**src/hdl/mips_pkg.sv**
```systemverilog
package mips_pkg;

    localparam int XLEN   = 32;
    localparam int REG_AW = 5;

    localparam logic [5:0] OP_RTYPE = 6'h00;
    localparam logic [5:0] OP_ADDI  = 6'h08;
    localparam logic [5:0] OP_LW    = 6'h23;
    localparam logic [5:0] OP_SW    = 6'h2b;
    localparam logic [5:0] OP_BEQ   = 6'h04;
    localparam logic [5:0] OP_HALT  = 6'h3f;

    localparam logic [5:0] FN_ADDU = 6'h21;
    localparam logic [5:0] FN_SUBU = 6'h23;
    localparam logic [5:0] FN_AND  = 6'h24;
    localparam logic [5:0] FN_OR   = 6'h25;
    localparam logic [5:0] FN_SLT  = 6'h2a;

    localparam logic [2:0] ALU_ADD = 3'd0;
    localparam logic [2:0] ALU_SUB = 3'd1;
    localparam logic [2:0] ALU_AND = 3'd2;
    localparam logic [2:0] ALU_OR  = 3'd3;
    localparam logic [2:0] ALU_SLT = 3'd4;

    localparam logic [1:0] FWD_REG = 2'd0;
    localparam logic [1:0] FWD_MEM = 2'd1; // From EX/MEM
    localparam logic [1:0] FWD_WB  = 2'd2; // From MEM/WB

    typedef union packed {
        struct packed {
            logic [5:0]        opcode;
            logic [REG_AW-1:0] rs;
            logic [REG_AW-1:0] rt;
            logic [REG_AW-1:0] rd;
            logic [4:0]        shamt;
            logic [5:0]        funct;
        } rtype;
        struct packed {
            logic [5:0]        opcode;
            logic [REG_AW-1:0] rs;
            logic [REG_AW-1:0] rt;
            logic [15:0]       imm;
        } itype;
    } instr_t;

endpackage

```
**src/hdl/pipe_ifs.sv**
```systemverilog
`timescale 1ns/1ps

interface id_ex_if;
    import mips_pkg::*;

    logic              valid;
    logic              reg_write;
    logic              mem_read;
    logic              mem_write;
    logic              branch;
    logic              alu_src;
    logic              is_halt;
    logic [2:0]        alu_op;
    logic [XLEN-1:0]   rs_val;
    logic [XLEN-1:0]   rt_val;
    logic [XLEN-1:0]   imm;        // Sign extended
    logic [REG_AW-1:0] rs;
    logic [REG_AW-1:0] rt;
    logic [REG_AW-1:0] dest;
    logic [XLEN-1:0]   pc_plus4;

    modport decode (output valid, reg_write, mem_read, mem_write, branch, alu_src, is_halt,
                    alu_op, rs_val, rt_val, imm, rs, rt, dest, pc_plus4);
    modport execute (input valid, reg_write, mem_read, mem_write, branch, alu_src, is_halt,
                     alu_op, rs_val, rt_val, imm, rs, rt, dest, pc_plus4);
endinterface

interface ex_mem_if;
    import mips_pkg::*;

    logic              valid;
    logic              reg_write;
    logic              mem_read;
    logic              mem_write;
    logic              branch;
    logic              is_halt;
    logic              zero;
    logic [XLEN-1:0]   alu_result;
    logic [XLEN-1:0]   store_data;
    logic [REG_AW-1:0] dest;
    logic [XLEN-1:0]   branch_target;

    modport execute (output valid, reg_write, mem_read, mem_write, branch, is_halt, zero,
                     alu_result, store_data, dest, branch_target);
    modport memory (input valid, reg_write, mem_read, mem_write, branch, is_halt, zero,
                    alu_result, store_data, dest, branch_target);
endinterface

interface wb_bypass_if;
    import mips_pkg::*;

    logic [REG_AW-1:0] mem_dest;
    logic              mem_reg_write; // Already qualified by valid
    logic [XLEN-1:0]   mem_result;
    logic [REG_AW-1:0] wb_dest;
    logic              wb_reg_write;
    logic [XLEN-1:0]   wb_data;

    modport source (output mem_dest, mem_reg_write, mem_result, wb_dest, wb_reg_write, wb_data);
    modport forward (input mem_dest, mem_reg_write, mem_result, wb_dest, wb_reg_write, wb_data);
    modport regwrite (input wb_dest, wb_reg_write, wb_data);
endinterface

```
**src/hdl/execute_stage.sv**
```systemverilog
`timescale 1ns/1ps

module execute_stage (
    input  logic         i_clock,
    input  logic         i_reset,
    input  logic         i_halted,
    input  logic         i_branch_taken,
    id_ex_if.execute     id_ex,
    ex_mem_if.execute    ex_mem,
    wb_bypass_if.forward bp
);
    import mips_pkg::*;

    logic [1:0]      fwd_a;
    logic [1:0]      fwd_b;
    logic [XLEN-1:0] op_a;
    logic [XLEN-1:0] op_b;
    logic [XLEN-1:0] alu_b;
    logic [XLEN-1:0] alu_result;

    // EX/MEM wins over MEM/WB
    function automatic logic [1:0] fwd_sel(input logic [REG_AW-1:0] src);
        if (bp.mem_reg_write && bp.mem_dest == src) begin
            return FWD_MEM;
        end
        if (bp.wb_reg_write && bp.wb_dest == src) begin
            return FWD_WB;
        end
        return FWD_REG;
    endfunction

    function automatic logic [XLEN-1:0] fwd_val(input logic [1:0] sel,
                                                 input logic [XLEN-1:0] reg_val);
        case (sel)
            FWD_MEM: return bp.mem_result;
            FWD_WB:  return bp.wb_data;
            default: return reg_val;
        endcase
    endfunction

    assign fwd_a = fwd_sel(id_ex.rs);
    assign fwd_b = fwd_sel(id_ex.rt);
    assign op_a  = fwd_val(fwd_a, id_ex.rs_val);
    assign op_b  = fwd_val(fwd_b, id_ex.rt_val);
    assign alu_b = id_ex.alu_src ? id_ex.imm : op_b;

    always_comb begin
        case (id_ex.alu_op)
            ALU_SUB: alu_result = op_a - alu_b;
            ALU_AND: alu_result = op_a & alu_b;
            ALU_OR:  alu_result = op_a | alu_b;
            ALU_SLT: alu_result = {{(XLEN-1){1'b0}}, $signed(op_a) < $signed(alu_b)};
            default: alu_result = op_a + alu_b;
        endcase
    end

    always_ff @(posedge i_clock) begin
        if (i_reset || i_branch_taken) begin
            ex_mem.valid <= 1'b0;
        end else if (!i_halted) begin
            ex_mem.valid <= id_ex.valid;
        end
    end

    always_ff @(posedge i_clock) begin
        if (!i_halted) begin
            ex_mem.reg_write     <= id_ex.reg_write;
            ex_mem.mem_read      <= id_ex.mem_read;
            ex_mem.mem_write     <= id_ex.mem_write;
            ex_mem.branch        <= id_ex.branch;
            ex_mem.is_halt       <= id_ex.is_halt;
            ex_mem.zero          <= (alu_result == '0);
            ex_mem.alu_result    <= alu_result;
            ex_mem.store_data    <= op_b;   // Forwarded rt
            ex_mem.dest          <= id_ex.dest;
            ex_mem.branch_target <= id_ex.pc_plus4 + {id_ex.imm[XLEN-3:0], 2'b00};
        end
    end

endmodule

```
**src/flat_wrapper.sv**
```systemverilog
// flat-port wrapper written by rule: the top's interface ports become plain ports
module execute_stage_flat import mips_pkg::*;
  (i_clock, i_reset, i_halted, i_branch_taken, id_ex_valid, id_ex_reg_write, id_ex_mem_read, id_ex_mem_write, id_ex_branch, id_ex_alu_src, id_ex_is_halt, id_ex_alu_op, id_ex_rs_val, id_ex_rt_val, id_ex_imm, id_ex_rs, id_ex_rt, id_ex_dest, id_ex_pc_plus4, ex_mem_valid, ex_mem_reg_write, ex_mem_mem_read, ex_mem_mem_write, ex_mem_branch, ex_mem_is_halt, ex_mem_zero, ex_mem_alu_result, ex_mem_store_data, ex_mem_dest, ex_mem_branch_target, bp_mem_dest, bp_mem_reg_write, bp_mem_result, bp_wb_dest, bp_wb_reg_write, bp_wb_data);
  id_ex_if id_ex_i ();
  ex_mem_if ex_mem_i ();
  wb_bypass_if bp_i ();
  input  logic i_clock;
  input  logic i_reset;
  input  logic i_halted;
  input  logic i_branch_taken;
  input wire logic [$bits(id_ex_i.valid)-1:0] id_ex_valid;
  input wire logic [$bits(id_ex_i.reg_write)-1:0] id_ex_reg_write;
  input wire logic [$bits(id_ex_i.mem_read)-1:0] id_ex_mem_read;
  input wire logic [$bits(id_ex_i.mem_write)-1:0] id_ex_mem_write;
  input wire logic [$bits(id_ex_i.branch)-1:0] id_ex_branch;
  input wire logic [$bits(id_ex_i.alu_src)-1:0] id_ex_alu_src;
  input wire logic [$bits(id_ex_i.is_halt)-1:0] id_ex_is_halt;
  input wire logic [$bits(id_ex_i.alu_op)-1:0] id_ex_alu_op;
  input wire logic [$bits(id_ex_i.rs_val)-1:0] id_ex_rs_val;
  input wire logic [$bits(id_ex_i.rt_val)-1:0] id_ex_rt_val;
  input wire logic [$bits(id_ex_i.imm)-1:0] id_ex_imm;
  input wire logic [$bits(id_ex_i.rs)-1:0] id_ex_rs;
  input wire logic [$bits(id_ex_i.rt)-1:0] id_ex_rt;
  input wire logic [$bits(id_ex_i.dest)-1:0] id_ex_dest;
  input wire logic [$bits(id_ex_i.pc_plus4)-1:0] id_ex_pc_plus4;
  output wire logic [$bits(ex_mem_i.valid)-1:0] ex_mem_valid;
  output wire logic [$bits(ex_mem_i.reg_write)-1:0] ex_mem_reg_write;
  output wire logic [$bits(ex_mem_i.mem_read)-1:0] ex_mem_mem_read;
  output wire logic [$bits(ex_mem_i.mem_write)-1:0] ex_mem_mem_write;
  output wire logic [$bits(ex_mem_i.branch)-1:0] ex_mem_branch;
  output wire logic [$bits(ex_mem_i.is_halt)-1:0] ex_mem_is_halt;
  output wire logic [$bits(ex_mem_i.zero)-1:0] ex_mem_zero;
  output wire logic [$bits(ex_mem_i.alu_result)-1:0] ex_mem_alu_result;
  output wire logic [$bits(ex_mem_i.store_data)-1:0] ex_mem_store_data;
  output wire logic [$bits(ex_mem_i.dest)-1:0] ex_mem_dest;
  output wire logic [$bits(ex_mem_i.branch_target)-1:0] ex_mem_branch_target;
  input wire logic [$bits(bp_i.mem_dest)-1:0] bp_mem_dest;
  input wire logic [$bits(bp_i.mem_reg_write)-1:0] bp_mem_reg_write;
  input wire logic [$bits(bp_i.mem_result)-1:0] bp_mem_result;
  input wire logic [$bits(bp_i.wb_dest)-1:0] bp_wb_dest;
  input wire logic [$bits(bp_i.wb_reg_write)-1:0] bp_wb_reg_write;
  input wire logic [$bits(bp_i.wb_data)-1:0] bp_wb_data;
  assign id_ex_i.valid = id_ex_valid;
  assign id_ex_i.reg_write = id_ex_reg_write;
  assign id_ex_i.mem_read = id_ex_mem_read;
  assign id_ex_i.mem_write = id_ex_mem_write;
  assign id_ex_i.branch = id_ex_branch;
  assign id_ex_i.alu_src = id_ex_alu_src;
  assign id_ex_i.is_halt = id_ex_is_halt;
  assign id_ex_i.alu_op = id_ex_alu_op;
  assign id_ex_i.rs_val = id_ex_rs_val;
  assign id_ex_i.rt_val = id_ex_rt_val;
  assign id_ex_i.imm = id_ex_imm;
  assign id_ex_i.rs = id_ex_rs;
  assign id_ex_i.rt = id_ex_rt;
  assign id_ex_i.dest = id_ex_dest;
  assign id_ex_i.pc_plus4 = id_ex_pc_plus4;
  assign ex_mem_valid = ex_mem_i.valid;
  assign ex_mem_reg_write = ex_mem_i.reg_write;
  assign ex_mem_mem_read = ex_mem_i.mem_read;
  assign ex_mem_mem_write = ex_mem_i.mem_write;
  assign ex_mem_branch = ex_mem_i.branch;
  assign ex_mem_is_halt = ex_mem_i.is_halt;
  assign ex_mem_zero = ex_mem_i.zero;
  assign ex_mem_alu_result = ex_mem_i.alu_result;
  assign ex_mem_store_data = ex_mem_i.store_data;
  assign ex_mem_dest = ex_mem_i.dest;
  assign ex_mem_branch_target = ex_mem_i.branch_target;
  assign bp_i.mem_dest = bp_mem_dest;
  assign bp_i.mem_reg_write = bp_mem_reg_write;
  assign bp_i.mem_result = bp_mem_result;
  assign bp_i.wb_dest = bp_wb_dest;
  assign bp_i.wb_reg_write = bp_wb_reg_write;
  assign bp_i.wb_data = bp_wb_data;
  execute_stage u_core (.i_clock(i_clock), .i_reset(i_reset), .i_halted(i_halted), .i_branch_taken(i_branch_taken), .id_ex(id_ex_i), .ex_mem(ex_mem_i), .bp(bp_i));
endmodule
```
**config.mk**
```make
export PLATFORM = sky130hd
export DESIGN_NAME = execute_stage_flat
export DESIGN_NICKNAME = d
export VERILOG_FILES = /design/src/hdl/mips_pkg.sv /design/src/hdl/pipe_ifs.sv /design/src/hdl/execute_stage.sv /design/src/flat_wrapper.sv
export SDC_FILE = /design/constraint.sdc
export NUM_CORES = 1
export LEC_CHECK = 0
export CAP_MARGIN = 5
export CORE_MARGIN = 3
export CORE_UTILIZATION = 45
export CTS_CLUSTER_SIZE = 12
export DETAILED_ROUTE_END_ITERATION = 10
export DONT_BUFFER_PORTS = 1
export HOLD_SLACK_MARGIN = 0.02
export PLACE_DENSITY = 0.66
export SYNTH_ARGS = -nofsm -noshare
export SYNTH_HDL_FRONTEND = slang
export SYNTH_SLANG_ARGS = --single-unit
export TNS_END_PERCENT = 100
```
**constraint.sdc**
```tcl
create_clock -name i_clock -period 7.11 [get_ports i_clock]
set_input_delay 1.0665 -clock i_clock [delete_from_list [all_inputs] [get_ports i_clock]]
set_output_delay 1.0665 -clock i_clock [all_outputs]
set_load 0.1 [all_outputs]
```
==> summary.md, run 1 <==
| Metric | Value |
|---|---|
| Outcome | `finished clean` |
| CP Buf/Inv Count | `2` |
| Worst Hold Depth | `1` |
| Die X | `167 um` |
| Top_reg_cell synth | `edfxtp_1` |
| Unrepaired setup endpoints after global routing | `false` |
| IO Pins | `341` |
| Final net count | `1721` |
| Worst EP required | `7.32 ns` |
| Clock-pin transition on the worst setup and hold timing paths | `0.08 ns` |
| CTS max path bufs | `2` |
| Yosys warns | `0` |
| Worst-Skew Late Latency | `0.35 ns` |
| Worst EP arrival | `6.79 ns` |
| Sequential-to-total area share from yosys stat | `0.276` |
| Worst-path cell chain | `xor2_1, nor4_1, and3_2, buf_12, mux2i_1, o21ai_0, mux2i_1, inv_1, fa_1, xor2_1, a21oi_1, o221ai_1, o221ai_1, nor4bb_1, o21ai_0, a211o_1, or4_1, or4_1, or4b_1, or4_1, nor3_2` |
| I/O Buffers | `0` |
| Gate Count Post-Synth | `1393` |
| Final Skew | `0 ns` |
| DRT iter0 DRCs | `958` |
| Drt wl/cell | `25.4 um` |
| Fraction of layout cells with a size suffix above 1 | `0.0557` |
| Root buf cell | `clkbuf_16` |
| Register-to-Register Path Depth | `2` |
| H-tree depth | `3` |
| CTS Hold Bufs | `0` |
| Cell area after layout | `12400 um2` |
| Cell mode on critical path | `or4_1` |
| Maximum VDD drop | `188 uV` |
| Crit-path leading delay family | `simple AND/OR/NAND/NOR gates` |
| Critical Path Stages | `21` |
| Largest net degree at the start of global routing | `65` |
| Total grt overflow | `0` |
| CP max stage cell | `or4_1` |
| Vias per cell | `6.32` |
| Cell Pwr Density | `233 nW/um2` |
| TritonCTS Sinks | `108` |
| Most area-hungry cell type in the Yosys netlist | `edfxtp_1` |
| Total of max-cap violations | `0` |
| Synth Net Count | `1754` |
| Slew Limit Fails | `0` |
| Core area | `25400 um2` |
| Syn Area/Cell | `8.41 um2` |
| Antenna Nets Post-Route | `0` |
| CTS tree | `yes` |
| Synth top cells by count | `141 x o21ai_0, 130 x nand2_1, 125 x ha_1` |
| DP Area | `12100 um2` |
| Area share of the largest cell type after synthesis | `0.274` |
| Most common cell in the netlist | `o21ai_0` |
| RePlAce Congestion | `0.988` |
| Fin crit period | `6.58 ns` |
| Initial core utilization | `0.461` |
| Dpl hpwl | `34.4 mm` |
| Worst slew pin tran | `1.06 ns` |
| Crit path launch type | `primary input` |
| WL final | `43.1 mm` |
| Vias | `10700` |
| FMAX | `152 MHz` |
| Critical Path End Type | `flop` |
| Final Hold Vio Count | `0` |
| Max incr delay on CP | `0.50 ns` |
| FP Rows | `58` |
| Fillers | `2447` |
| Final critical-path share of the clock period | `0.926` |
| Ranking of synthesized cells by area | `edfxtp_1 27%, ha_1 13%, mux2i_1 8.5%` |
| Sequential cell area | `3230 um2` |
| Footprint of the multi-input gates | `7750 um2` |
| Library cells used by synthesis | `86` |
| Cell Area, Synth | `11700 um2` |
| Total negative slack | `0 ns` |
| DR DRC count | `0` |
| Die ar. | `28000 um2` |
| Vias in the first global route | `10500` |
| Initial antenna violation count | `1` |
| First-pass GRT wire length | `63.2 mm` |
| Yosys reg bits | `108` |
| Post-CTS Setup Inserts | `0` |
| Hold_ws | `0.784 ns` |
| Lkg Pwr | `0.00494 uW` |
| Num CTS Buffers | `9` |
| Post-CTS Resized | `0` |
| All-Layer GR Usage | `0.292` |
| EDFF count, synth | `107` |
| Syn-to-layout area delta | `5.67%` |
| Crit Path Category | `in -> reg` |
| Worst min path class | `in -> reg` |
| Drt pass-1 iters | `7` |
| Async SR Flop Fraction | `0` |
| Final setup vio count | `0` |
| Relative slew margins | `0.296` |
| CP Max Fanout | `20` |
| Die height | `167 um` |
[per-layer routing]
| layer | GRT usage | wire length [um] |
|---|---|---|
| met5 | 0 | 0 |
| met4 | 0.128 | 2100 |
| met3 | 0.0685 | 3710 |
| met2 | 0.531 | 21400 |
| met1 | 0.326 | 15900 |
[metrics by stage]
step,total power (uW),util,std cells,setup WS [ns]
2_1_floorplan,2110,-,1393,0.547
3_3_place_gp,2340,0.476,1679,0.276
3_5_place_dp,2360,0.476,1679,0.148
4_1_cts,2890,0.487,1695,0.537
5_1_grt,3020,0.488,1696,0.0296
6_report,2890,0.488,1696,0.529
[cells by family after synthesis]
| family | share of synthesized area |
|---|---|
| mux | 0.0864 |
| fa+ha+maj | 0.139 |
| simple gates | 0.153 |
| flops | 0.276 |
| xor+xnor | 0.0359 |
| buf+inv | 0.0631 |
| compound gates | 0.246 |
[worst register-to-register path, cell delays in order, from the launching register on]
cell	delay (ns)
dfxtp_1	0.98
mux2i_1	0.18
nor3_1	0.19
[placed cells by master, fill, tap and decap left out, drive strengths merged, types with 6 or more instances in the layout]
cell / count
inv: 119
ha: 125
nand4: 8
mux2i: 100
a221o: 6
o31a: 9
xor2: 21
or2: 6
nor2b: 20
or4: 7
and3: 10
o21a: 10
clkbuf: 9
nand2b: 15
a21o: 20
o21ai: 145
o22ai: 6
a21boi: 7
a211o: 8
a31oi: 9
a21oi: 97
a211oi: 11
o211ai: 22
nor2: 86
nor4: 10
or3: 14
xnor2: 27
nand3: 19
and2: 11
edfxtp: 107
buf: 30
nand2: 130
nor3: 24
o21bai: 12
o31ai: 12
a221oi: 7
[where the power goes]
part	internal (uW)	switching [uW]	total [uW]
clock network	247	282	529
registers	818	648	1470
logic	335	558	893
total	1400	1490	2890
[final cells by class]
type                            instances  share of cell area
Antenna cell                            1            0.000202
Clock buffer                            9              0.0182
Clock inverter                          7             0.00536
Multi-Input combinational cell       1095               0.626
Sequential cell                       108               0.261
Tap cell                              330              0.0333
Inverter                              116              0.0354
Timing Repair Buffer                   30              0.0202
[registers in the layout (all words and copies together) (netlist names), 5 cells and up]
| register | cells |
|---|---|
| u_core.ex_mem.branch_target | 32 |
| u_core.ex_mem.alu_result | 32 |
| u_core.ex_mem.store_data | 32 |
| u_core.ex_mem.dest | 5 |
[worst paths after layout]
path                                          from                               end  slack (ns)
setup / recovery                       id_ex_rt[2]      u_core.ex_mem.zero$_DFFE_PN_        0.53
hold / removal                             i_reset  u_core.ex_mem.valid$_SDFFE_PP0N_        0.78
setup reg to reg  u_core.ex_mem.valid$_SDFFE_PP0N_  u_core.ex_mem.valid$_SDFFE_PP0N_        5.68
hold reg to reg   u_core.ex_mem.valid$_SDFFE_PP0N_  u_core.ex_mem.valid$_SDFFE_PP0N_        1.07
(Power assumes the default switching activity.)
==> inputs of run 2 (changes only) <==
==> constraint.sdc (replaced) <==
create_clock -name i_clock -period 7.11 [get_ports i_clock]
set_input_delay 1.7775 -clock i_clock [delete_from_list [all_inputs] [get_ports i_clock]]
set_output_delay 1.7775 -clock i_clock [all_outputs]
set_load 0.1 [all_outputs]
==> summary.md, run 2 (synthesis gave the netlist of run 1 again) <==
| Metric | Value |
|---|---|
| Outcome | `finished clean` |
| Largest net degree at the start of global routing | `65` |
| Met1 wire length | `17.3 mm` |
| IO Pins | `341` |
| FMAX | `141 MHz` |
| Dpl ws | `-0.375 ns` |
| Drt wl/cell | `24.0 um` |
| Total grt overflow | `0` |
| Register-to-Register Path Depth | `2` |
| Worst min path class | `reg -> reg` |
| Final critical-path share of the clock period | `0.998` |
| Root buf cell | `clkbuf_16` |
| RePlAce Congestion | `0.999` |
| Die height | `167 um` |
| Vias | `11400` |
| DR WL met3 | `3.16 mm` |
| Cell area after layout | `13800 um2` |
| Worst Hold Depth | `2` |
| Core area | `25400 um2` |
| Final worst setup slack | `0.0173 ns` |
| Worst EP arrival | `7.33 ns` |
| Final Skew | `0 ns` |
| CTS tree | `yes` |
| FP Rows | `58` |
| Slew Limit Fails | `0` |
| First-pass GRT wire length | `67.0 mm` |
| All-Layer GR Usage | `0.306` |
| Final Hold Vio Count | `0` |
| Regs by FF count | `u_core.ex_mem.alu_result x32, u_core.ex_mem.branch_target x32, u_core.ex_mem.store_data x32` |
| Cell Pwr Density | `225 nW/um2` |
| Die X | `167 um` |
| Syn-to-layout area delta | `17.8%` |
| Fillers | `2418` |
| CTS Hold Bufs | `0` |
| Worst slew pin tran | `1.04 ns` |
| Clock-pin transition on the worst setup and hold timing paths | `0.10 ns` |
| Worst-Skew Late Latency | `0.36 ns` |
| Fin crit period | `7.09 ns` |
| DR DRC count | `0` |
| Initial core utilization | `0.461` |
| Unrepaired setup endpoints after global routing | `true` |
| TritonCTS Sinks | `108` |
| Relative slew margins | `0.307` |
| Total of max-cap violations | `0` |
| Vias per cell | `6.12` |
| Crit Path Category | `in -> reg` |
| DRT iter0 DRCs | `887` |
| Vias in the first global route | `11500` |
| Dpl hpwl | `35.8 mm` |
| Maximum VDD drop | `177 uV` |
| CP Max Fanout | `14` |
| Fraction of layout cells with a size suffix above 1 | `0.173` |
| Antenna Nets Post-Route | `0` |
| # diodes | `0` |
| Lkg Pwr | `0.00579 uW` |
| Met2 wire len | `22.0 mm` |
| CTS max path bufs | `2` |
| Initial antenna violation count | `0` |
| Top layer in use | `met4` |
| I/O Buffers | `0` |
| WL final | `44.8 mm` |
| Commonest non-fill, non-tap cells in the layout | `192 x buf_4, 133 x o21ai_0, 130 x nand2_1` |
| Final net count | `1891` |
| Critical Path End Type | `flop` |
| Core Util, Final | `0.544` |
| Final setup vio count | `0` |
| Worst EP required | `7.34 ns` |
| Crit path launch type | `primary input` |
| H-tree depth | `3` |
| Die ar. | `28000 um2` |
| Num CTS Buffers | `9` |
| Drt pass-1 iters | `6` |
| DP Area | `13300 um2` |
| Commonest non-fill, non-tap cell in the layout | `buf_4` |
-- run 2: changes by cell type in the layout (fill, tap and decap cells not counted), sizes merged --
cell,delta
diode,-1
clkinv,-1
clkinvlp,+1
buf,+170
-- run 2: final timing paths --
path / from / to / slack (ns)
worst max-delay path: id_ex_rt[4] / u_core.ex_mem.zero$_DFFE_PN_ / 0.02
worst min-delay path: u_core.ex_mem.valid$_SDFFE_PP0N_ / u_core.ex_mem.valid$_SDFFE_PP0N_ / 1.03
worst max register to register: u_core.ex_mem.valid$_SDFFE_PP0N_ / u_core.ex_mem.valid$_SDFFE_PP0N_ / 5.74
worst min register to register: u_core.ex_mem.valid$_SDFFE_PP0N_ / u_core.ex_mem.valid$_SDFFE_PP0N_ / 1.03
-- run 2: routing by layer --
layer	vias to the layer above	global-route usage
li1	5369	-
met2	567	0.544
met3	109	0.0562
met4	0	0.144
met1	5361	0.357
met5	-	0
-- run 2: layout make-up --
type,count,area (um2),share of cell area
Inverter,116,438,0.0317
Timing Repair Buffer,200,1570,0.113
Multi-Input combinational cell,1095,7850,0.569
Clock inverter,7,80.1,0.00580
Sequential cell,108,3230,0.234
Clock buffer,9,225,0.0163
Tap cell,330,413,0.0299
-- run 2: repair_timing --
| action | 4_1_cts | 5_1_grt |
|---|---|---|
| endpoints found under the hold margin | 0 | 0 |
| buffers inserted | 0 | 8 |
| gates resized for setup | 1 | 31 |
| pin swaps | 0 | 18 |
| endpoints found under the setup margin | 1 | 1 |
-- run 2: worst max-delay path: stages --
cell	delay (ns)
xor2_1	0.14
nor4_1	0.30
and3_2	0.27
buf_12	0.14
buf_6	0.15
buf_4	0.19
buf_6	0.24
mux2i_1	0.11
o21ai_0	0.51
mux2i_1	0.26
ha_1	0.40
or3_1	0.39
o311a_1	0.38
buf_4	0.16
o22a_1	0.20
a21oi_1	0.19
o32ai_1	0.12
a211o_1	0.38
or3_1	0.39
or4_4	0.52
nor3_2	0.10
-- run 2: where the power goes --
| group | switching [uW] | total, uW | internal (uW) |
|---|---|---|---|
| sequential | 644 | 1460 | 818 |
| clock | 306 | 559 | 253 |
| combinational | 602 | 1080 | 482 |
-- run 2: through the flow --
stage | hold WS [ns] | cells | total power, uW | setup TNS (ns)
global route | 1.10 | 1865 | 3250 | -0.0901
finish | 1.03 | 1865 | 3110 | 0
detailed placement | 1.02 | 1841 | 2520 | -0.375
floorplan | 0.991 | 1393 | 2110 | 0
CTS | 1.03 | 1857 | 3080 | 0
global placement | 1.02 | 1841 | 2510 | -0.283
